$ cat src/design/ita_dp_pkg.sv
// Datapath sizes and element types
// Input chunk, weight tile, bias, accumulator and output beat
package ita_dp_pkg;

  // Elements per input chunk and per weight-tile row
  localparam int unsigned N = 4;
  // Output channels
  localparam int unsigned M = 4;
  // Element width
  localparam int unsigned WI = 8;
  // Bias width
  localparam int unsigned WB = 16;
  // Accumulator width
  localparam int unsigned AccW = 24;
  // Sum of N products before accumulation
  localparam int unsigned SumW = 2 * WI + $clog2(N);

  typedef logic signed [WI-1:0] elem_t;
  typedef logic signed [WB-1:0] bias_elem_t;
  typedef logic signed [SumW-1:0] sum_t;
  typedef logic signed [AccW-1:0] acc_t;

  // One input chunk
  typedef elem_t [N-1:0] inp_t;

  // Row m holds the weights of channel m
  typedef inp_t [M-1:0] weight_t;

  typedef bias_elem_t [M-1:0] bias_t;

  typedef acc_t [M-1:0] acc_vec_t;

  // Output beat, also the FIFO payload
  typedef elem_t [M-1:0] oup_t;

endpackage

$ cat src/design/ita_ctrl_pkg.sv
// Job configuration, requantization fields, counter types and limits
// Controller phases
package ita_ctrl_pkg;

  // Maximum number of inner tiles
  localparam int unsigned KMax = 4;
  // Output FIFO depth
  localparam int unsigned FifoDepth = 4;

  typedef logic [7:0] eps_mult_t;
  typedef logic [4:0] right_shift_t;
  typedef logic signed [7:0] add_t;

  // Holds K-1 and the tile index
  typedef logic [$clog2(KMax)-1:0] tile_cnt_t;
  // Holds R-1
  typedef logic [7:0] row_cnt_t;
  // Rows in flight or waiting in the FIFO
  typedef logic [$clog2(FifoDepth+1)-1:0] credit_cnt_t;

  typedef struct packed {
    tile_cnt_t    tiles_m1;
    row_cnt_t     rows_m1;
    eps_mult_t    eps_mult;
    right_shift_t right_shift;
    add_t         add;
    logic         relu_en;
  } ctrl_t;

  typedef enum logic [1:0] {
    Idle,
    Bias,
    Load,
    Compute
  } step_e;

endpackage

$ cat src/design/ita_requant_act.sv
// Requantization, saturation and optional ReLU of one row result
`timescale 1ns/1ps
`default_nettype none

module ita_requant_act (
  input  logic                       clk_i,
  input  logic                       rst_ni,
  input  logic                       valid_i,
  input  ita_dp_pkg::acc_vec_t       result_i,
  input  ita_ctrl_pkg::eps_mult_t    eps_mult_i,
  input  ita_ctrl_pkg::right_shift_t right_shift_i,
  input  ita_ctrl_pkg::add_t         add_i,
  input  logic                       relu_en_i,
  output ita_dp_pkg::oup_t           oup_o,
  output logic                       valid_o
);

  import ita_dp_pkg::*;

  // Signed product of accumulator and unsigned multiplier
  localparam int unsigned ProdW = AccW + 9;

  oup_t oup_d, oup_q;
  logic valid_q;

  function automatic elem_t requant_lane(input acc_t acc);
    logic signed [ProdW-1:0] prod;
    logic signed [ProdW:0]   val;
    elem_t                   res;
    prod = acc * $signed({1'b0, eps_mult_i});
    // Arithmetic shift rounds toward minus infinity
    val  = (prod >>> right_shift_i) + add_i;
    if (val > 127) res = 8'sd127;
    else if (val < -128) res = -8'sd128;
    else res = elem_t'(val);
    if (relu_en_i && res < 0) res = '0;
    return res;
  endfunction

  always_comb begin
    for (int m = 0; m < M; m++) begin
      oup_d[m] = requant_lane(result_i[m]);
    end
  end

  always_ff @(posedge clk_i) begin
    if (valid_i) begin
      oup_q <= oup_d;
    end
  end

  always_ff @(posedge clk_i, negedge rst_ni) begin
    if (!rst_ni) begin
      valid_q <= 1'b0;
    end else begin
      valid_q <= valid_i;
    end
  end

  assign oup_o   = oup_q;
  assign valid_o = valid_q;

endmodule

`default_nettype wire

$ cat config.mk
export PLATFORM = sky130hd
export DESIGN_NAME = ita_requant_act
export DESIGN_NICKNAME = d
export VERILOG_FILES = /design/src/design/ita_dp_pkg.sv /design/src/design/ita_ctrl_pkg.sv /design/src/design/ita_requant_act.sv
export SDC_FILE = /design/constraint.sdc
export NUM_CORES = 2
export LEC_CHECK = 0
export ABC_AREA = 0
export BUFFER_PORTS_ARGS = -buffer_cell sky130_fd_sc_hd__buf_4
export CAP_MARGIN = 20
export CORE_MARGIN = 1
export CORE_UTILIZATION = 36
export CTS_CLUSTER_DIAMETER = 200
export DETAILED_ROUTE_END_ITERATION = 8
export PLACE_DENSITY = 0.57
export SLEW_MARGIN = 20
export SYNTH_ARGS = -nofsm -noshare
export SYNTH_HDL_FRONTEND = slang
export SYNTH_SLANG_ARGS = --single-unit
$ cat constraint.sdc
create_clock -name clk_i -period 0.8 [get_ports clk_i]
set_input_delay 0.04 -clock clk_i [delete_from_list [all_inputs] [get_ports clk_i]]
set_output_delay 0.04 -clock clk_i [all_outputs]
set_load 0.01 [all_outputs]
# --- Word-level counts from Yosys, hierarchy flattened ---
# Cells that the tools add are included.
classes:
  reduce_logical: 4
  n_shift: 4
  add_sub_neg: 4
  multipliers: 4
  order_cmp: 12
  mux: 8
op_table:
  columns: ["op", "n"]
  rows:
  - ["$add 34x8->34", 4]
  - ["$gt 34x8->1 const B", 4]
  - ["$lt 34x8->1 const B", 4]
  - ["$sshr 33x5->34", 4]
  - ["$mul 24x9->33", 4]
  - ["$mux 8", 8]
  - ["$lt 8x1->1 const B", 4]
  - ["$logic_and 1x1->1", 4]
word_totals:
  input_bits: 121
  word_cells: 41
  out_inout_bits: 33
  reg_bits: 33

# --- Logic depth before layout (Yosys ltp) ---
depth:
  ltp_word: 8
  ltp_mapped: 39
  depth_no_buf: 35

# --- Worst setup path before layout ---
# Ideal clock, no wire load.
synth_timing:
  path_kind: "input to register"
  start: "input eps_mult_i[0]"
  end: "register oup_q (netlist bit oup_o[0]), data pin"
  arrival_ns: 9.157
  n_path_buf: 3
  required_time_ns: 0.534
  cell_stages: 34
  setup_slack_ns: -8.624
  path_cell_list: "clkbuf_1 -> clkbuf_1 -> nand2_1 -> inv_1 -> fa_1 -> inv_1 -> fa_1 -> fa_1 -> inv_1 -> fa_1 -> ha_1 -> clkbuf_1 -> nand2_1 -> o21ai_0 -> a21oi_1 -> o21ai_0 -> mux2_2 -> a311oi_1 -> mux2i_1 -> a211o_1 -> mux2_2 -> a211oi_1 -> o21bai_1 -> ha_1 -> a211oi_1 -> o21ai_1 -> a31oi_1 -> xnor2_1 -> or4_1 -> or4_1 -> or4b_1 -> or4_4 -> o21ai_4 -> a21oi_1"
synth_between:
  elab_chain_cells: 8
  word_cells_on_any_way: 9
synth_rtl:
  columns: ["item", "line", "rtl"]
  rows:
  - ["start: declaration", "ita_requant_act.sv:10", "input ita_ctrl_pkg::eps_mult_t eps_mult_i,"]
  - ["$mul 24x9->33 *", "ita_requant_act.sv:30", "prod = acc * $signed({1'b0, eps_mult_i});"]
  - ["$sshr 33x5->34 *", "ita_requant_act.sv:32", "val = (prod >>> right_shift_i) + add_i;"]
  - ["$add 34x8->34 *", "ita_requant_act.sv:32", null]
  - ["$lt 34x8->1", "ita_requant_act.sv:34", "else if (val < -128) res = -8'sd128;"]
  - ["$mux 8", "ita_requant_act.sv:34", null]
  - ["$mux 8 *", "ita_requant_act.sv:33", "if (val > 127) res = 8'sd127;"]
  - ["$lt 8x1->1", "ita_requant_act.sv:36", "if (relu_en_i && res < 0) res = '0;"]
  - ["$logic_and 1x1->1", "ita_requant_act.sv:36", null]
  - ["end signal: assignment", "ita_requant_act.sv:48", "oup_q <= oup_d;"]
  - ["end: declaration", "ita_requant_act.sv:23", "oup_t oup_d, oup_q;"]
# Mark *: on every way between the ends. The rest lies on a longest branch, timed or not.
# A chain may end at the register's enable or synchronous reset.

# --- Worst setup path in the final report ---
layout_timing:
  start: "input eps_mult_i[4]"
  end: "register oup_q (netlist bit oup_o[5]), data pin"
# The elaborated chain is that of the path after synthesis.

==> results.sh <==
export IMPL_run_status="finished with violations"
export IMPL_failed_checks="negative setup slack"
export IMPL_placed_area_mm2=0.0613
export IMPL_synth_cells=5897
export IMPL_final_setup_worst_slack_ns=-8.12
export IMPL_drt_first_iter_violations=2974
export IMPL_netlist_top_cells_area="sky130_fd_sc_hd__fa_1, sky130_fd_sc_hd__ha_1, sky130_fd_sc_hd__and2_1"
export IMPL_postRouteAntennaNets=0
export IMPL_number_of_antenna_violations_at_the_first_check_in_global_routing=8
export IMPL_post_detail_place_hpwl_um=147000
export IMPL_grt_pass1_wl_um=276000
export IMPL_post_route_period_util=11.2
export IMPL_drc_errors=0
export IMPL_count_of_buffers_inserted_at_the_top_level_ports=153
export IMPL_final_layout_size_suffix_gt1_frac=0.337
export IMPL_die_ar_mm2=0.128
export IMPL_design_area_mm2=0.0655
export IMPL_die_x_um=357
export IMPL_worstMarginPinSlew_ns=0.614
export IMPL_critical_path_max_fanout=6
export IMPL_synth_largest_area_cell="sky130_fd_sc_hd__fa_1"
export IMPL_first_global_vias=50800
export IMPL_global_route_overflow_total=0
export IMPL_worstSetupStartpointType="input pin"
export IMPL_fmaxAchievable_mhz=112
export IMPL_synthXorXnorAreaFrac=0.0410
export IMPL_htree_levels=2
export IMPL_synth_adder_area_share=0.375
export IMPL_grt_util_all_layers=0.270
export IMPL_via_per_inst=5.32
export IMPL_synth_sequential_area_ratio=0.0217
export IMPL_worst_setup_path_end_kind="register"
export IMPL_maximum_number_of_pins_on_one_net_before_global_route_repair=52
export IMPL_count_of_flip_flops_with_a_built_in_enable_after_synthesis=32
export IMPL_synth_top_family_by_area="adder cells"
export IMPL_synth_compound_gate_area_share=0.209
export IMPL_min_period_ns=8.92
export IMPL_max_cap_violations=0
export IMPL_ioPinCount=154
export IMPL_clock_sink_count=33
export IMPL_floorplan_initialDensity=0.362
export IMPL_synth_lib_cells_used_distinct=101
export IMPL_cts_reportedPaths_clkPinSlew_ns=0.06
export IMPL_stdcell_count=9200
export IMPL_tritoncts_num_buffers=5
export IMPL_synth_async_reset_ratio=0.0303
export IMPL_synth_ff_latch_count=33
export IMPL_ys_top_cells_by_count="sky130_fd_sc_hd__inv_1, sky130_fd_sc_hd__nand2_1, sky130_fd_sc_hd__fa_1"
export IMPL_cts_root_buffer="sky130_fd_sc_hd__clkbuf_16"
export IMPL_slew_headroom=0.586
export IMPL_cts_path_max_buffers=2
export IMPL_critical_path_required_ns=0.81
export IMPL_drt_wl_total_um=175000
export IMPL_first_pass_iters=6
export IMPL_synthSimpleGateAreaFrac=0.211
export IMPL_critPathKind="in2reg"
export IMPL_vias=49000
export IMPL_post_synth_mux_area_share=0.0524
export IMPL_max_stage_delay_ns=0.59
export IMPL_tritoncts="done"
export IMPL_finalHoldViolations=0
export IMPL_chipHeight_um=357
export IMPL_synthesis_area_mm2=0.0455
export IMPL_gp_routability_congestion=1.02
export IMPL_hp_class="in2async"
export IMPL_placed_cells_incl_taps=9086
export IMPL_floorplan_rows=130
export IMPL_slew_viol_final=0
export IMPL_area_delta_synth_final_pct=44.0
export IMPL_routed_wire_length_per_instance_um=19.0
export IMPL_synth_top_cell_area_share=0.266
export IMPL_synthesis_yosys_warnings=0
export IMPL_arrival_ns=8.93
export IMPL_post_synth_top_count_cell="sky130_fd_sc_hd__inv_1"
export IMPL_syn_area_per_cell_um2=7.71
export IMPL_crit_slowest_cell="sky130_fd_sc_hd__fa_2"
export IMPL_rsz0062_at_grt="yes"
export IMPL_core_area_mm2=0.125
export IMPL_synth_net_count=7018
export IMPL_placement_setup_worst_slack_ns=-8.93
export IMPL_main_flop_type_after_synthesis="sky130_fd_sc_hd__edfxtp_1"
export IMPL_nets=8661
export IMPL_finalSetupViolations=65
[per-layer routing]
metal  global-route usage  wire length, um  vias up
li1                     -                -    23500
met1                0.348            75400    24100
met2                0.485            86400     1158
met3               0.0166             7320      263
met4               0.0728             5870        0
met5                    0                0        -
[metrics by stage]
step | utilization | hold slack (ns) | setup TNS [ns]
6_report | 0.522 | 0.0633 | -252.95
5_1_grt | 0.522 | 0.0633 | -263.68
4_1_cts | 0.503 | 0.0524 | -255.13
3_5_place_dp | 0.489 | -0.184 | -274.82
3_3_place_gp | 0.489 | -0.185 | -272.47
2_1_floorplan | - | -0.256 | -234.95
[logic make-up after synthesis]
logic type               Yosys count
AO/OA/AOI/OAI                   1422
XOR/XNOR                         213
flip-flops                        33
adder cells (fa/ha/maj)         1000
multiplexers                     207
buffers and inverters           1086
AND/OR/NAND/NOR                 1936
[final timing paths]
path                       depth (start not counted)           from                 endpoint
worst max-delay path                              36  eps_mult_i[4]   oup_o[5]$_SDFFCE_PP0P_
worst min-delay path                               2         rst_ni        valid_o$_DFF_PN0_
max in group asynchronous                          2         rst_ni        valid_o$_DFF_PN0_
min in group clk_i                                 1        valid_i  oup_o[26]$_SDFFCE_PP0P_
[area by class of cell]
cell class                 count  area, um2
multi-input combinational   4778      43700
antenna                        9       22.5
sequential                    33        986
clock buffer                   5        125
inverter                     794       2990
tap                         1650       2060
timing repair buffer        1928      15500
clock inverter                 3       17.5
fill                       12000      59900
[placed cells by master (no fill, tap or decap), drive strengths merged, types with 24 or more instances in the layout]
| cell type | n |
|---|---|
| o21a | 52 |
| fa | 604 |
| nor3 | 94 |
| a221oi | 32 |
| nand2b | 24 |
| and2 | 485 |
| o22ai | 40 |
| mux2 | 46 |
| a211oi | 103 |
| o21ai | 251 |
| a31oi | 61 |
| xor2 | 73 |
| o31ai | 25 |
| inv | 791 |
| edfxtp | 32 |
| a21oi | 372 |
| mux2i | 141 |
| nand3 | 101 |
| buf | 1919 |
| o211ai | 59 |
| nand2 | 654 |
| and3 | 51 |
| ha | 396 |
| xnor2 | 140 |
| nor2b | 27 |
| o21bai | 40 |
| nand4 | 59 |
| a211o | 26 |
| a21o | 125 |
| nor2 | 319 |
[registers in the layout, indices dropped and copies added, names as in the netlist]
name     flops
valid_o      1
oup_o       32
[worst max-delay path: cells and delay by family]
family,cells,cell delay [ns]
multiplexers,1,0.26
XOR/XNOR,1,0.18
adder cells (fa/ha/maj),7,2.94
buffers and inverters,6,0.76
AND/OR/NAND/NOR,6,1.75
AO/OA/AOI/OAI,15,2.93
[what timing repair did]
action,4_1_cts,5_1_grt
hold buffers,2,0
gates resized for setup,238,407
gates cloned,5,4
endpoints found under the setup margin,65,65
buffers inserted,40,46
hold endpoints to repair,2,0
pin swaps,101,159
Power is not shown: default switching activity piles up to over one toggle a cycle in this logic, so the estimate is an artifact.
