===== src/design/ita_ctrl_pkg.sv =====
// Job configuration, requantization fields, counter types and limits
// Controller phases
package ita_ctrl_pkg;

  // Maximum number of inner tiles
  localparam int unsigned KMax = 4;
  // Output FIFO depth
  localparam int unsigned FifoDepth = 4;

  typedef logic [7:0] eps_mult_t;
  typedef logic [4:0] right_shift_t;
  typedef logic signed [7:0] add_t;

  // Holds K-1 and the tile index
  typedef logic [$clog2(KMax)-1:0] tile_cnt_t;
  // Holds R-1
  typedef logic [7:0] row_cnt_t;
  // Rows in flight or waiting in the FIFO
  typedef logic [$clog2(FifoDepth+1)-1:0] credit_cnt_t;

  typedef struct packed {
    tile_cnt_t    tiles_m1;
    row_cnt_t     rows_m1;
    eps_mult_t    eps_mult;
    right_shift_t right_shift;
    add_t         add;
    logic         relu_en;
  } ctrl_t;

  typedef enum logic [1:0] {
    Idle,
    Bias,
    Load,
    Compute
  } step_e;

endpackage


===== src/design/ita_cfg_regs.sv =====
// Job configuration register
`timescale 1ns/1ps
`default_nettype none

module ita_cfg_regs (
  input  logic                 clk_i,
  input  logic                 rst_ni,
  input  logic                 start_i,
  input  logic                 busy_i,
  input  ita_ctrl_pkg::ctrl_t  ctrl_i,
  output ita_ctrl_pkg::ctrl_t  cfg_o
);

  ita_ctrl_pkg::ctrl_t cfg_q;
  logic                load;

  // A start while busy is ignored by the controller as well
  assign load = start_i && !busy_i;

  always_ff @(posedge clk_i, negedge rst_ni) begin
    if (!rst_ni) begin
      cfg_q <= '0;
    end else if (load) begin
      cfg_q <= ctrl_i;
    end
  end

  assign cfg_o = cfg_q;

endmodule

`default_nettype wire


===== config.mk =====
export PLATFORM = sky130hd
export DESIGN_NAME = ita_cfg_regs
export DESIGN_NICKNAME = d
export VERILOG_FILES = /design/src/design/ita_ctrl_pkg.sv /design/src/design/ita_cfg_regs.sv
export SDC_FILE = /design/constraint.sdc
export NUM_CORES = 1
export LEC_CHECK = 0
export BUFFER_PORTS_ARGS = -buffer_cell sky130_fd_sc_hd__buf_2
export CAP_MARGIN = 20
export CORE_ASPECT_RATIO = 1.25
export CORE_MARGIN = 3
export CORE_UTILIZATION = 46
export DETAILED_ROUTE_END_ITERATION = 6
export HOLD_SLACK_MARGIN = 0.15
export PLACE_DENSITY = 0.8
export SLEW_MARGIN = 20
export SYNTH_ARGS = -nofsm -noshare
export SYNTH_HDL_FRONTEND = slang
export SYNTH_SLANG_ARGS = --single-unit

===== constraint.sdc =====
create_clock -name clk_i -period 1.5 [get_ports clk_i]
set_clock_uncertainty 0.15 [all_clocks]
set_input_delay 0.225 -clock clk_i [delete_from_list [all_inputs] [get_ports clk_i]]
set_output_delay 0.225 -clock clk_i [all_outputs]
set_load 0.05 [all_outputs]

### Word level (Yosys, flattened, before mapping)

Index checks and enable logic that the tools add are counted.

* bits in registers: 32
* bits of input ports: 36
* output and inout bits: 32
* word-level logic and storage cells: 8

* reduce and logical (&&, ||, !) cells: 2

Operators by type and width (number)
* 1-bit logical AND: 1
* 1-bit logical NOT: 1

### Longest topological paths before layout

Gate-level depths: netlist (run 1).

* word-level depth: 2
* mapped depth: 4
* gate-level depth less buffers: 2

### Least setup slack after synthesis (run 1)

No wires, ideal clock.

* path kind: input to register
* start point: input start_i
* end point: register cfg_q, in the netlist cfg_o[0]
* library setup time: 0.125 ns
* data arrival time: 0.898 ns
* required time: 1.225 ns
* path slack: 0.327 ns
* stages: 4
* path buffers: 2
* path through: nor2b_4 -> buf_6 -> buf_12 -> mux2_4

* word-level cells in the longest chain between the ends: 1

RTL lines
* start: declaration: RTL line ita_cfg_regs.sv:8 `input logic start_i,`
* 1-bit logical AND: RTL line ita_cfg_regs.sv:18 `assign load = start_i && !busy_i;`
* end signal: assignment: RTL line ita_cfg_regs.sv:24 `cfg_q <= ctrl_i;`
* end: declaration: RTL line ita_cfg_regs.sv:14 `ita_ctrl_pkg::ctrl_t cfg_q;`

No other way between the ends.
A chain may end at the register's enable or synchronous reset.

### Final worst setup path (run 1)

* start point: register cfg_q, in the netlist cfg_o[13]
* end point: output cfg_o[13] (netlist bit)

RTL lines
* end: declaration: RTL line ita_cfg_regs.sv:11 `output ita_ctrl_pkg::ctrl_t cfg_o`

No word-level cell between the ends.

==> results of run 1 <==
area by class of cell:
class                           instances  area (um2)  area share [%]
Timing Repair Buffer                  102         706            33.9
Clock inverter                          1        5.00           0.240
Tap cell                               34        42.5            2.04
Multi-Input combinational cell         33         487            23.4
Clock buffer                            6        41.3            1.98
Sequential cell                        32         801            38.5
logic make-up after synthesis:
logic type | after synthesis
multiplexers | 32
flip-flops | 32
buffers and inverters | 4
AND/OR/NAND/NOR | 1
per-layer routing:
layer  GRT usage (%)  wire, um
met2            33.4      1590
met4            13.1        79
met1            21.3      1180
met3            6.26       226
met5               0         0
path summary, 6_finish.rpt:
kind / from / end / depth (start not counted)
max in group asynchronous: rst_ni / cfg_o[4] / 2
setup reg to reg: cfg_o[13] / cfg_o[13] / 1
hold reg to reg: cfg_o[2] / cfg_o[2] / 1
hold / removal: busy_i / cfg_o[25] / 4
min in group asynchronous: rst_ni / cfg_o[5] / 2
setup / recovery: cfg_o[13] / cfg_o[13] / 1
power groups by stage:
stage                     clock (mW)  sequential [mW]  combinational (mW)
after CTS                      0.457             1.06               0.981
after floorplan                    0             1.53               0.236
after detailed placement           0             1.07               0.914
final                          0.432             1.06               0.977
after global routing           0.481             1.08                1.02
after global placement             0             1.07               0.903
synth_stat cells:
cell	number	area, um2
buf_12	3	60.1
mux2_2	2	22.5
mux2_4	30	450
dfrtp_1	32	801
nor2b_4	1	13.8
buf_6	1	11.3
through the flow:
step                utilization, %  worst slack [ps]  instance area, um2
floorplan                        -               327                1360
global placement              61.8               211                1710
detailed placement            61.8               187                1710
CTS                           75.5               124                2080
global route                  75.5               101                2080
finish                        75.5               148                2080
repair_timing:
item | CTS | global route
gates resized for setup | 0 | 0
endpoints found under the hold margin | 64 | 0
hold buffers | 33 | 0
==> summary.txt, run 1 <==
Placed design
  – GP Congestion: 0.653
  – Placed Cells: 168
  – DP Wirelength: 1920 um
  – I/O Buffers: 67

Worst setup path
  – Reg2reg setup slack: 560 ps
  – Worst setup SP type: flip-flop
  – Worst Path Buf+Inv: 1
  – CP Capture Type: primary output
  – Req. time, crit path: 1120 ps
  – Critical path class: reg2out
  – Slowest CP cell: dfrtp_1
  – Largest stage delay, worst path: 380 ps
  – Crit Path Max Fanout: 2
  – Crit-path cells: buf_2
  – Delay-heaviest family, CP: flip-flops
  – Worst EP arrival: 980 ps

Logic synthesis
  – Synthesized flop and latch total: 32
  – Yosys cell types: 6
  – Seq/Total Area, Yosys: 58.9%
  – Synth Area in Compound Gates: 0%
  – Gate Count Post-Synth: 69
  – Avg Inst Size Synth: 19.7 um2
  – Syn_nets: 105
  – Ys Warns: 0
  – Mux cell area share after synthesis: 34.8%
  – Mapped Area: 1360 um2
  – Simple-gate area share of the yosys netlist: 1.01%
  – Xor/xnor share of the synthesized area: 0%
  – Largest family of logic cells by synthesized area: multiplexers
  – Post-Synth Adder-Cell Area: 0%

Die
  – Num ports: 68
  – # rows: 21
  – Core region area: 2760 um2
  – DIE AREA: 3650 um2
  – Height of the die: 66.8 um
  – Starting Density: 49.3%
  – Die width: 54.6 um

Route
  – Antenna-violating nets left: 0
  – Post-Route WL: 3080 um
  – Initial DRC count: 6
  – WL per Instance: 14.8 um
  – DRC: 0
  – Avg Vias per Cell: 4.55
  – Pre-Repair DR Iteration Count: 4
  – DR vias: 947

Global routing
  – First-pass GRT wire length: 5000 um
  – Global route overflow: 0
  – Antenna violations before repair: 0
  – Largest net degree at the start of global routing: 33
  – Number of global-route vias before repair: 1093
  – Total GRT Usage: 20.2%

Power and ir drop
  – Switching Share: 38.4%
  – Pwr/cell area: 1190 nW/um2
  – Sw Pwr: 947 uW
  – Pwr Total: 2.47 mW
  – Peak VDD IR: 0.787 mV
  – P_leak: 1.06 nW
  – Flop pwr share: 42.9%
  – Clk pwr share: 17.5%
  – Internal: 1.52 mW
  – Combinational share of power: 39.6%

Clock tree
  – Worst-path clk slew: 90 ps
  – Root Buffer: clkbuf_4
  – H-tree depth: 2
  – Clock buffer depth: 2
  – TritonCTS clock tree: built
  – Worst-Skew Late Latency: 320 ps
  – CTS Sinks: 32
  – Post-CTS Repair Setup Buffers: 0
  – CTS Buf Count: 5

Worst hold path
  – Path category of the worst min-delay check: in2reg

Cells and area
  – Commonest non-fill, non-tap cell in the layout: buf_2
  – Layout fillers: 193
  – Most frequent cells in the layout: buf_2, dlygate4sd3_1, dfrtp_1, mux2_4, clkbuf_4
  – Number of non-filler instances in the completed layout: 208
  – Layout cells sized above 1: 62.1%
  – Max reg flops: 32
  – Inserted Diodes: 0
  – Area grow syn2layout: 53.2%
  – Post-layout net count: 210

STA
  – Fmax achieved: 739 MHz
  – Worst hold margin: 276 ps
  – Final min period: 1350 ps
  – Max Slew Vio Count: 0
  – Slew HR: 54.6%
  – Setup violations, final: 0
  – TNS Setup: 0 ps
  – Worst-Margin Slew: 681 ps
  – RSZ-0062 raised after global routing: false
  – Hold Fails Final Rpt: 0
  – Period utilization: 90.2%

Status
  – Status: completed

Flow run
  – Max_cap viols: 0
(Power assumes the default switching activity.)
==> run 2, diff against run 1 <==
--- a/config.mk
+++ b/config.mk
@@ -12,2 +12,3 @@
 export CORE_UTILIZATION = 46
+export CTS_CLUSTER_SIZE = 14
 export DETAILED_ROUTE_END_ITERATION = 6
==> constraint.sdc (replaced) <==
create_clock -name clk_i -period 1.5 [get_ports clk_i]
set_clock_uncertainty 0.15 [all_clocks]
set_input_delay 0.15 -clock clk_i [delete_from_list [all_inputs] [get_ports clk_i]]
set_output_delay 0.15 -clock clk_i [all_outputs]
set_load 0.05 [all_outputs]
==> summary.txt, run 2 (same netlist as run 1, synthesis figures left out) <==
Route
  – DR vias: 963 (+1.7%)
  – Avg Vias per Cell: 4.61 (+1.2%)
  – DRC: 0 (unchanged)
  – WL per Instance: 15.8 um (+7.0%)
  – Antenna-violating nets left: 0 (unchanged)
  – Pre-Repair DR Iteration Count: 2 (-2)
  – Post-Route WL: 3310 um (+7.5%)
  – Initial DRC count: 18 (+12)

Cells and area
  – Inserted Diodes: 0 (unchanged)
  – Register area: 801 um2 (unchanged)
  – Multi-input logic area: 487 um2 (unchanged)
  – Layout cells sized above 1: 61.7% (-0.35 points)
  – Most frequent cells in the layout: buf_2, dlygate4sd3_1, dfrtp_1, mux2_4, clkbuf_4
  – Area grow syn2layout: 54.1%
  – Commonest non-fill, non-tap cell in the layout: buf_2
  – Layout fillers: 180 (-6.7%)
  – Post-layout net count: 210 (unchanged)
  – Max reg flops: 32 (unchanged)

Global routing
  – Largest net degree at the start of global routing: 33 (unchanged)
  – Number of global-route vias before repair: 1094 (+0.091%)
  – Antenna violations before repair: 0 (unchanged)
  – First-pass GRT wire length: 5260 um (+5.4%)
  – Global route overflow: 0 (unchanged)
  – Total GRT Usage: 21.1% (+0.90 points)

Power and ir drop
  – P_leak: 1.07 nW (+0.42%)
  – Clk pwr share: 19.3% (+1.8 points)
  – Switching Share: 37.6% (-0.77 points)
  – Combinational share of power: 38.7% (-0.9 points)
  – Flop pwr share: 42.0% (-0.9 points)
  – Peak VDD IR: 0.749 mV (-4.7%)
  – Internal: 1.58 mW (+3.9%)
  – Pwr/cell area: 1210 nW/um2 (+2.0%)
  – Sw Pwr: 952 uW (+0.56%)

Worst hold path
  – HP Start: busy_i
  – Hold EP: cfg_o[23]
  – Hold path depth: 4 (unchanged)
  – Path category of the worst min-delay check: in2reg

Die
  – DIE AREA: 3650 um2 (unchanged)
  – Num ports: 68 (unchanged)
  – Starting Density: 49.3% (unchanged)
  – # rows: 21 (unchanged)
  – Core region area: 2760 um2 (unchanged)
  – Die width: 54.6 um (unchanged)
  – Height of the die: 66.8 um (unchanged)

Placed design
  – I/O Buffers: 67 (unchanged)
  – GP Congestion: 0.680 (+4.2%)

Status
  – Status: completed

Clock tree
  – CTS Sinks: 32 (unchanged)
  – Resize count post-CTS: 0 (unchanged)
  – CTS Buf Count: 5 (unchanged)
  – Clock buffer depth: 2 (unchanged)
  – Worst-Skew Late Latency: 310 ps (about the same)
  – # hold bufs at CTS: 33 (unchanged)
  – Root Buffer: clkbuf_4
  – Worst-path clk slew: 90 ps (about the same)
  – Post-CTS Repair Setup Buffers: 0 (unchanged)
  – TritonCTS clock tree: built
  – H-tree depth: 2 (unchanged)

Worst setup path
  – Slowest CP cell: dfrtp_1
  – R2R depth: 1 (unchanged)
  – Worst Path Buf+Inv: 1 (unchanged)
  – Reg2reg setup slack: 560 ps (about the same)
  – Crit Path Max Fanout: 2 (unchanged)
  – Req. time, crit path: 1200 ps (+80 ps)
  – Worst EP arrival: 960 ps (-20 ps)
  – Largest stage delay, worst path: 380 ps (about the same)
  – Delay-heaviest family, CP: flip-flops
  – Critical path class: reg2out
  – Worst setup SP type: flip-flop
  – Crit-path cells: buf_2
  – Reg-to-reg critical path startpoint: cfg_o[25]
  – Worst r2r dst: cfg_o[25]
  – CP Capture Type: primary output

Flow run
  – Max_cap viols: 0 (unchanged)

STA
  – Setup violations, final: 0 (unchanged)
  – Worst hold margin: 220 ps (-55.7 ps)
  – TNS Setup: 0 ps (unchanged)
  – RSZ-0062 raised after global routing: false
  – Worst-Margin Slew: 690 ps (+9.32 ps)
  – Max Slew Vio Count: 0 (unchanged)
  – Slew HR: 54.0% (-0.62 points)
  – Period utilization: 84.2% (-6.0 points)
  – Fmax achieved: 792 MHz (+7.1%)
  – Hold Fails Final Rpt: 0 (unchanged)
  – Final min period: 1260 ps (-90.0 ps)
run 2: changes by cell type in the layout (fill, tap and decap cells not counted), sizes merged:
| cell | delta |
|---|---|
| clkbuf | +2 |
| clkinv | -1 |
run 2: power groups by stage:
stage | Clock (mW) | Combinational (mW) | Sequential [mW]
finish | 0.489 | 0.980 | 1.06
global route | 0.542 | 1.02 | 1.08
CTS | 0.510 | 0.981 | 1.06
detailed placement | 0 | 0.915 | 1.08
global placement | 0 | 0.901 | 1.07
floorplan | 0 | 0.236 | 1.53
run 2: metrics by stage:
step	power (mW)	cell area, um2	setup WS [ps]	std cells	utilization, %
global route	2.64	2090	186	209	75.9
global placement	1.97	1710	285	168	61.8
CTS	2.56	2090	217	209	75.9
detailed placement	1.99	1710	263	168	61.8
finish	2.53	2090	238	209	75.9
floorplan	1.76	1360	356	69	-
run 2: metal layers:
| metal | GRT usage, % | part of all wire [%] | wire [um] |
|---|---|---|---|
| met5 | 0 | 0 | 0 |
| met3 | 7.16 | 6.3 | 208 |
| met1 | 21.8 | 36 | 1200 |
| met4 | 9.97 | 2.9 | 96 |
| met2 | 36.7 | 55 | 1810 |
run 2: final cells by class:
type / instances / area share [%]
sequential: 32 / 38.2
timing repair buffer: 102 / 33.7
tap: 34 / 2.03
multi-input combinational: 33 / 23.2
clock buffer: 8 / 2.81
run 2: how the worst max path moves through the flow:
stage / slack (ps) / depth (start not counted) / start / endpoint
2_1_floorplan: 360 / 1 / cfg_o[0] / cfg_o[0]
5_1_grt: 190 / 1 / cfg_o[18] / cfg_o[18]
3_3_place_gp: 280 / 4 / busy_i / cfg_o[10]
4_1_cts: 220 / 1 / cfg_o[17] / cfg_o[17]
6_report: 240 / 1 / cfg_o[25] / cfg_o[25]
3_5_place_dp: 260 / 4 / busy_i / cfg_o[10]
