==> src/design/ita_dp_pkg.sv <==
// Datapath sizes and element types
// Input chunk, weight tile, bias, accumulator and output beat
package ita_dp_pkg;

  // Elements per input chunk and per weight-tile row
  localparam int unsigned N = 4;
  // Output channels
  localparam int unsigned M = 4;
  // Element width
  localparam int unsigned WI = 8;
  // Bias width
  localparam int unsigned WB = 16;
  // Accumulator width
  localparam int unsigned AccW = 24;
  // Sum of N products before accumulation
  localparam int unsigned SumW = 2 * WI + $clog2(N);

  typedef logic signed [WI-1:0] elem_t;
  typedef logic signed [WB-1:0] bias_elem_t;
  typedef logic signed [SumW-1:0] sum_t;
  typedef logic signed [AccW-1:0] acc_t;

  // One input chunk
  typedef elem_t [N-1:0] inp_t;

  // Row m holds the weights of channel m
  typedef inp_t [M-1:0] weight_t;

  typedef bias_elem_t [M-1:0] bias_t;

  typedef acc_t [M-1:0] acc_vec_t;

  // Output beat, also the FIFO payload
  typedef elem_t [M-1:0] oup_t;

endpackage

==> src/design/ita_ctrl_pkg.sv <==
// Job configuration, requantization fields, counter types and limits
// Controller phases
package ita_ctrl_pkg;

  // Maximum number of inner tiles
  localparam int unsigned KMax = 4;
  // Output FIFO depth
  localparam int unsigned FifoDepth = 4;

  typedef logic [7:0] eps_mult_t;
  typedef logic [4:0] right_shift_t;
  typedef logic signed [7:0] add_t;

  // Holds K-1 and the tile index
  typedef logic [$clog2(KMax)-1:0] tile_cnt_t;
  // Holds R-1
  typedef logic [7:0] row_cnt_t;
  // Rows in flight or waiting in the FIFO
  typedef logic [$clog2(FifoDepth+1)-1:0] credit_cnt_t;

  typedef struct packed {
    tile_cnt_t    tiles_m1;
    row_cnt_t     rows_m1;
    eps_mult_t    eps_mult;
    right_shift_t right_shift;
    add_t         add;
    logic         relu_en;
  } ctrl_t;

  typedef enum logic [1:0] {
    Idle,
    Bias,
    Load,
    Compute
  } step_e;

endpackage

==> src/design/ita_weight_buffer.sv <==
// Weight tile storage and bias register
// Tile read is registered
`timescale 1ns/1ps
`default_nettype none

module ita_weight_buffer (
  input  logic                      clk_i,
  input  logic                      rst_ni,
  input  logic                      bias_we_i,
  input  ita_dp_pkg::bias_t         bias_i,
  input  logic                      weight_we_i,
  input  ita_ctrl_pkg::tile_cnt_t   tile_idx_i,
  input  ita_dp_pkg::weight_t       weight_i,
  input  logic                      read_en_i,
  output ita_dp_pkg::weight_t       weight_o,
  output ita_dp_pkg::bias_t         bias_o
);

  import ita_dp_pkg::*;
  import ita_ctrl_pkg::*;

  weight_t tiles_q [KMax];
  weight_t rdata_q;
  bias_t   bias_q;

  always_ff @(posedge clk_i) begin
    if (weight_we_i) begin
      tiles_q[tile_idx_i] <= weight_i;
    end
    if (bias_we_i) begin
      bias_q <= bias_i;
    end
  end

  always_ff @(posedge clk_i, negedge rst_ni) begin
    if (!rst_ni) begin
      rdata_q <= '0;
    end else if (read_en_i) begin
      rdata_q <= tiles_q[tile_idx_i];
    end
  end

  assign weight_o = rdata_q;
  assign bias_o   = bias_q;

endmodule

`default_nettype wire

==> config.mk <==
export PLATFORM = sky130hd
export DESIGN_NAME = ita_weight_buffer
export DESIGN_NICKNAME = d
export VERILOG_FILES = /design/src/design/ita_dp_pkg.sv /design/src/design/ita_ctrl_pkg.sv /design/src/design/ita_weight_buffer.sv
export SDC_FILE = /design/constraint.sdc
export NUM_CORES = 1
export LEC_CHECK = 0
export BUFFER_PORTS_ARGS = -buffer_cell sky130_fd_sc_hd__buf_2
export CAP_MARGIN = 20
export CORE_UTILIZATION = 56
export DETAILED_ROUTE_END_ITERATION = 10
export GPL_ROUTABILITY_DRIVEN = 1
export HOLD_SLACK_MARGIN = 0.05
export PLACE_DENSITY_LB_ADDON = 0.15
export SYNTH_ARGS = -nofsm -noshare
export SYNTH_HDL_FRONTEND = slang
export SYNTH_SLANG_ARGS = --single-unit
==> constraint.sdc <==
create_clock -name clk_i -period 1.3 [get_ports clk_i]
set_input_delay 0.13 -clock clk_i [delete_from_list [all_inputs] [get_ports clk_i]]
set_output_delay 0.13 -clock clk_i [all_outputs]
set_load 0.05 [all_outputs]
* Word-level counts from Yosys, hierarchy flattened
Memories as Yosys holds them, arrays and structs flattened. A register that Yosys moved wholly into a read port is not among the register bits. Cells that the tools add are included.
Storage, ports and cells: memories kept 1, word-level logic and storage cells 8, bits in latches 0, bits in read-only memories 0, flip-flop bits (word level) 64, memory bits (writable) 512, output and inout port bits 192, input port bits 199
Operators by class: $lt $le $gt $ge 0, bitwise logic cells 0, multiply operators 0, eq/ne operators 0, shift operators 0, reduce and logical (&&, ||, !) cells 1, mux-type cells 2, $add $sub $neg 0, divide/modulo/power cells 0
Memory list:
- tiles_q | words 4, width 128, read ports 1, clocked after memory_dff 1, write ports 1, line ita_weight_buffer.sv:22 | weight_t tiles_q [KMax];
Operators with widths (count):
- 1-bit two-way mux | 2
- 1-bit zero test | 1

* Longest topological paths before layout
Gate-level depths: netlist of run 1.
depth in word-level cells 2, gate-level depth with buffers 6, mapped depth without buffers 3

* Worst setup path after synthesis of run 1
Ideal clock, no wire load.
path type in2reg, start point in tile_idx_i[1], end point mem tiles_q[0][0] in the netlist's numbering (enable), cell stages on the path 4, arrival 9.843 ns, setup slack -9.340 ns, data required time 0.503 ns, library setup time 0.797 ns, buffers on the path 3, cells stage by stage buf_2 buf_6 buf_4 nor3b_1
RTL lines:
- start, declared | line ita_weight_buffer.sv:12 | input ita_ctrl_pkg::tile_cnt_t tile_idx_i,
- end, declared | line ita_weight_buffer.sv:22
No word-level cell before the write port.

* Worst setup path after layout of run 1
start point reg bias_q, in the netlist bias_o[22], end point out bias_o[22] in the netlist's numbering
RTL lines:
- start, declared | line ita_weight_buffer.sv:24 | bias_t bias_q;
- start signal, assigned | line ita_weight_buffer.sv:31 | bias_q <= bias_i;
- end, declared | line ita_weight_buffer.sv:16 | output ita_dp_pkg::bias_t bias_o
No word-level cell between the ends.

==> results of run 1 <==
-- cell type report --
| cell class | count | area share [%] |
|---|---|---|
| well taps | 592 | 2.13 |
| repair buffers | 717 | 19.4 |
| multi-input cells | 648 | 12.8 |
| clock inverters | 28 | 0.814 |
| flip-flops and latches | 704 | 59.0 |
| diodes | 4 | 0.0288 |
| clock buffers | 98 | 5.73 |
-- flip-flops by register name, indices dropped and copies added, names as in the netlist --
| signal | flops |
|---|---|
| tiles_q | 512 |
| weight_o | 128 |
| bias_o | 64 |
-- placed cells by master, fill, tap and decap left out, types with 2 or more instances in the layout --
cell / count
a211oi_1: 127
buf_12: 54
buf_2: 195
buf_4: 90
buf_6: 181
bufinv_16: 6
clkbuf_1: 18
clkbuf_16: 73
clkbuf_8: 9
clkinv_1: 10
clkinv_2: 10
clkinvlp_4: 2
dfrtp_1: 127
diode_2: 4
dlygate4sd3_1: 194
edfxtp_1: 576
mux2i_1: 127
nand2b_1: 127
nor2_1: 127
o22ai_1: 127
-- routing by layer --
layer	GRT usage (%)	routed length, µm
met5	0	39
met4	9.93	2030
met3	5.80	4370
met2	46.9	32800
met1	35.5	25700
-- cells by family after synthesis --
| group | Yosys count | synth area share [%] |
|---|---|---|
| buffers and inverters | 85 | 1.87 |
| AND/OR/NAND/NOR | 265 | 5.28 |
| AO/OA/AOI/OAI | 254 | 6.89 |
| multiplexers | 129 | 5.14 |
| flip-flops | 704 | 80.8 |
-- metrics by stage --
stage / TNS (ns) / cells / utilization [%]
finish: -0.281 / 2791 / 78.2
global route: -2.33 / 2789 / 78.2
CTS: -1.16 / 2752 / 77.1
detailed placement: -3.72 / 2415 / 65.1
global placement: -2.26 / 2415 / 65.1
floorplan: -888.90 / 1437 / -
-- power breakdown --
part	switching [µW]	internal [µW]	total, µW
combinational	4670	3050	7720
sequential	762	26000	26800
clock	8130	11900	20000
-- final timing paths --
path,startpoint,endpoint,slack (ns),cells after the start
setup reg to reg,tiles_q[0][126]$_DFFE_PP_,weight_o[126]$_DFFE_PN0P_,0.08,2
hold / removal,bias_we_i,bias_o[62]$_DFFE_PP_,0.07,2
max in group asynchronous,rst_ni,weight_o[88]$_DFFE_PN0P_,0.30,3
min in group asynchronous,rst_ni,weight_o[62]$_DFFE_PN0P_,0.19,3
hold reg to reg,weight_o[126]$_DFFE_PN0P_,weight_o[126]$_DFFE_PN0P_,0.54,1
setup / recovery,bias_o[22]$_DFFE_PP_,bias_o[22],-0.11,1
-- timing repair --
item	CTS	global route
buffers inserted	17	33
hold buffers	194	2
setup endpoints to repair	176	160
endpoints found under the hold margin	704	5
pin swaps	0	0
resized for setup	312	78
==> run metrics, run 1 <==
worst setup margin -0.110 ns; initial antenna violation count 6; worst-path maximum fanout 1; multi-input logic area 4450 µm²; total power draw 54500 µW; Pins Over Slew Limit 0; vias in the first global route around 16000; final hold slack 0.0688 ns; worst-skew pair later-pin latency 0.58 ns; critical path class flip-flop to primary output; CTS root buf clkbuf_16; max_cap viols 0; CTS Buf Count 70; slowest stage delay, CP 0.50 ns; Via-to-Cell Ratio 5.57; Pleak 0.0132 µW; Wirelength per Cell 23.3 µm; Chip Width 215 µm; top post-synthesis cells by area edfxtp_1, dfrtp_1, mux2i_1; PortBufs 390; CTS sink cnt 704; Synth Instances 1437; die height 215 µm; first-pass GRT wire length ~96000 µm; WP data required around 1.2 ns; Layout Nets around 2300; detailed placement HPWL 37500 µm; unrepaired setup endpoints after global routing true; largest area contributor in the synthesized netlist edfxtp_1; Worst Setup End Kind primary output; Critical Path AT 1.28 ns; Yosys cell types 23; post-synth top area share 68.2%; synthesis-to-layout area growth 36.9%; Synth top cells by count edfxtp_1, dfrtp_1, nand2b_1, nor2_1; worst hold path class primary input to flip-flop; synthesized net count between 1500 and 2000; CTS clock-pin slew for the worst setup and hold paths 0.06 ns; Clock Tree Buf Depth 3; layout cell share with drive strength beyond 1 28.8%; Slowest cell on crit path edfxtp_1; Mapped Avg Cell Area 17.7 µm²; Crit path max-delay family flip-flops; post-route design area 34700 µm²; I/O pin count 391; count leader, synth edfxtp_1; total die area about 46000 µm²; ANT nets after route 0; Post-DP Area 28900 µm²; CP cell instances buf_6; number of synthesized flops with an enable pin 576; Slew @ Worst Pin 0.504 ns; PwrDens 1570 nW/µm²; Placement Rows 77; Syn. warnings 0; Main synth FF type edfxtp_1; failing checks negative setup slack; CP Launch Type flip-flop; CTS tree built; worst rel slew slack 66.4%; DR iter-0 viols about 1200; starting density of the core a little under three fifths; dpl ws -0.0393 ns; Seq/Total Area, Yosys 80.8%; Fillers approximately 2400; clk_skew 0.0162 ns; Post-Route WL 65000 µm; core area 44400 µm²; Hold Vio Cnt, Final 0; via count 15600; f_max 0.709 GHz; final setup fails 19; maximum VDD drop 1.45 mV; Final min period 1.41 ns; drc violations 0; Clock H-tree levels 3; #FFs+latches synth 704; total track usage ~28%; drt first pass iters 6; final worst-path cycle share 108%; Buf+Inv Stages, Crit Path 1; register area slightly above 20000 µm²; grt ovf 0; Routability Congestion 0.858; status finished with violations; cell area after synthesis 25400 µm²; largest net degree at the start of global routing 102; fraction of registers with async set/reset around 18%
Power figures use the tool's default switching activity.
==> run 2: changes to the inputs <==
Settings changed: RECOVER_POWER from default to 100, TNS_END_PERCENT from default to 1.
==> run metrics, run 2 (synthesized netlist as in run 1, its figures left out) <==
Via-to-Cell Ratio 5.63 (+1.1%); DR iter-0 viols 1180 (+2.3%); final core utilization 75.8% (-2.4 points); total track usage 27.7% (+0.064 points); Flop pwr share 49.3% (+0.2 points); Clock Tree Buf Depth 3 (unchanged); worst hold path class primary input to flip-flop; RR Startpoint tiles_q[3][126]$_DFFE_PP_; Wirelength per Cell 23.6 µm (+1.2%); CTS sink cnt 704 (unchanged); CTS tree built; Chip Width 215 µm (unchanged); failing checks negative setup slack; ANT nets after route 0 (unchanged); Worst Setup End Kind primary output; register area 20500 µm² (about the same); synthesis-to-layout area growth 32.7%; initial antenna violation count 10 (+4); drc violations 0 (unchanged); CP cell instances buf_6; Clock H-tree levels 3 (unchanged); critical path class flip-flop to primary output; worst-path maximum fanout 1 (unchanged); Buf+Inv Stages, Crit Path 1 (unchanged); Net Sw Frac 24.8% (-0.089 points); Slowest cell on crit path edfxtp_1; Routability Congestion 0.821 (-4.2%); Hold Vio Cnt, Final 0 (unchanged); most frequent cells in the layout edfxtp_1, dlygate4sd3_1, buf_6; dpl ws -0.0721 ns (-0.0328 ns); total die area 46200 µm² (unchanged); drt first pass iters 5 (-1); commonest non-fill, non-tap cell in the layout edfxtp_1; Final min period 1.41 ns (-0.00417 ns); worst rel slew slack 39.2% (-27 points); core area 44400 µm² (unchanged); final hold slack 0.167 ns (+0.0985 ns); Placement Rows 77 (unchanged); largest net degree at the start of global routing 99 (-2.9%); die height 215 µm (unchanged); CTS root buf clkbuf_16; Largest Register tiles_q; max_cap viols 0 (unchanged); Critical Path AT 1.28 ns (about the same); Layout Nets 2285 (-2.4%); final worst-path cycle share 108% (-0.32 points); I/O pin count 391 (unchanged); detailed placement HPWL 35900 µm (-4.5%); CTS clock-pin slew for the worst setup and hold paths 0.06 ns (about the same); worst hold stages 2 (unchanged); P_int 40800 µW (-0.27%); Pins Over Slew Limit 0 (unchanged); Net Switching 13500 µW (-0.75%); slowest stage delay, CP 0.48 ns (-0.02 ns); first-pass GRT wire length 95600 µm (-0.18%); Fillers 2603 (+6.5%); grt ovf 0 (unchanged); final setup fails 25 (+6); starting density of the core 57.1% (unchanged); clock share of power 37.4% (+0.7 points); Hold Path End tiles_q[3][114]$_DFFE_PP_; r2r endpoint weight_o[126]$_DFFE_PN0P_; Crit path max-delay family flip-flops; status finished with violations; clk_skew 0.00988 ns (-0.00631 ns); Worst Hold Launch weight_we_i; setup TNS -0.599 ns (-0.319 ns); Slew @ Worst Pin 0.912 ns (+0.408 ns); worst setup margin -0.105 ns (+0.00417 ns); reg-to-reg slack, setup 0.09 ns (about the same); CTS Buf Count 71 (+1.4%); layout cell share with drive strength beyond 1 20.0% (-8.8 points); f_max 0.712 GHz (+0.30%); WP data required 1.17 ns (about the same); Pleak 0.0124 µW (-6.1%); max reg flops 512 (unchanged); FF-to-FF path depth 2 (unchanged); Logic pwr share 13.3% (-0.9 points); worst-skew pair later-pin latency 0.59 ns (about the same); PortBufs 390 (unchanged); PwrDens 1610 nW/µm² (+2.8%); multi-input logic area 4420 µm² (-0.62%); via count 15400 (-0.75%); unrepaired setup endpoints after global routing true; maximum VDD drop 1.24 mV (-15%); Post-Route WL 64600 µm (-0.62%); vias in the first global route 16100 (+0.94%); CP Launch Type flip-flop
-- run 2: how the worst max path moves through the flow --
stage | start | end | depth (start not counted)
after detailed placement | tile_idx_i[0] | tiles_q[2][51]$_DFFE_PP_ | 3
after global placement | tile_idx_i[0] | tiles_q[2][97]$_DFFE_PP_ | 3
after global routing | bias_o[10]$_DFFE_PP_ | bias_o[10] | 1
final | bias_o[10]$_DFFE_PP_ | bias_o[10] | 1
after floorplan | tile_idx_i[1] | tiles_q[0][0]$_DFFE_PP_ | 4
after CTS | weight_o[57]$_DFFE_PN0P_ | weight_o[57] | 1
-- run 2: power by group through the flow --
stage               clock network (µW)  logic, µW  registers [µW]
finish                           20300       7210           26800
global route                     21500       7530           26900
CTS                              20500       7290           26700
detailed placement                   0       6000           27000
global placement                     0       5910           26900
floorplan                            0       1480           29300
-- run 2: final cells by class --
class / instances / share of cell area (%)
sequential: 704 / 60.9
timing repair buffer: 661 / 16.8
multi-input combinational: 648 / 13.1
clock buffer: 104 / 6.01
tap: 592 / 2.20
clock inverter: 22 / 0.863
antenna: 9 / 0.0669
-- run 2: timing repair --
item                                    CTS  global route
cloned                                    0             1
gates resized for setup                 358            27
setup buffers                             3             3
endpoints found under the hold margin   706             0
hold buffers                            195             0
endpoints found under the setup margin  192           256
-- run 2: worst register-to-register path, stage by stage (launching register included) --
cell and delay (ns):
edfxtp_1 0.36, mux4_2 0.46, mux2_2 0.27
-- run 2: routing by layer --
| metal | track usage (%) | up-vias | share of wire [%] |
|---|---|---|---|
| met5 | 0 | - | 0.043 |
| met4 | 10.1 | 4 | 3.4 |
| met3 | 5.73 | 116 | 6.4 |
| met2 | 46.7 | 570 | 51 |
| met1 | 35.8 | 7863 | 39 |
| li1 | - | 6883 | - |
-- run 2: through the flow --
stage                     area (µm²)  power, µW  std cells
after floorplan                25400      30800       1437
after global placement         28700      32800       2403
after detailed placement       28700      33000       2403
after CTS                      34100      54500       2727
after global routing           33600      55900       2737
final                          33700      54300       2740
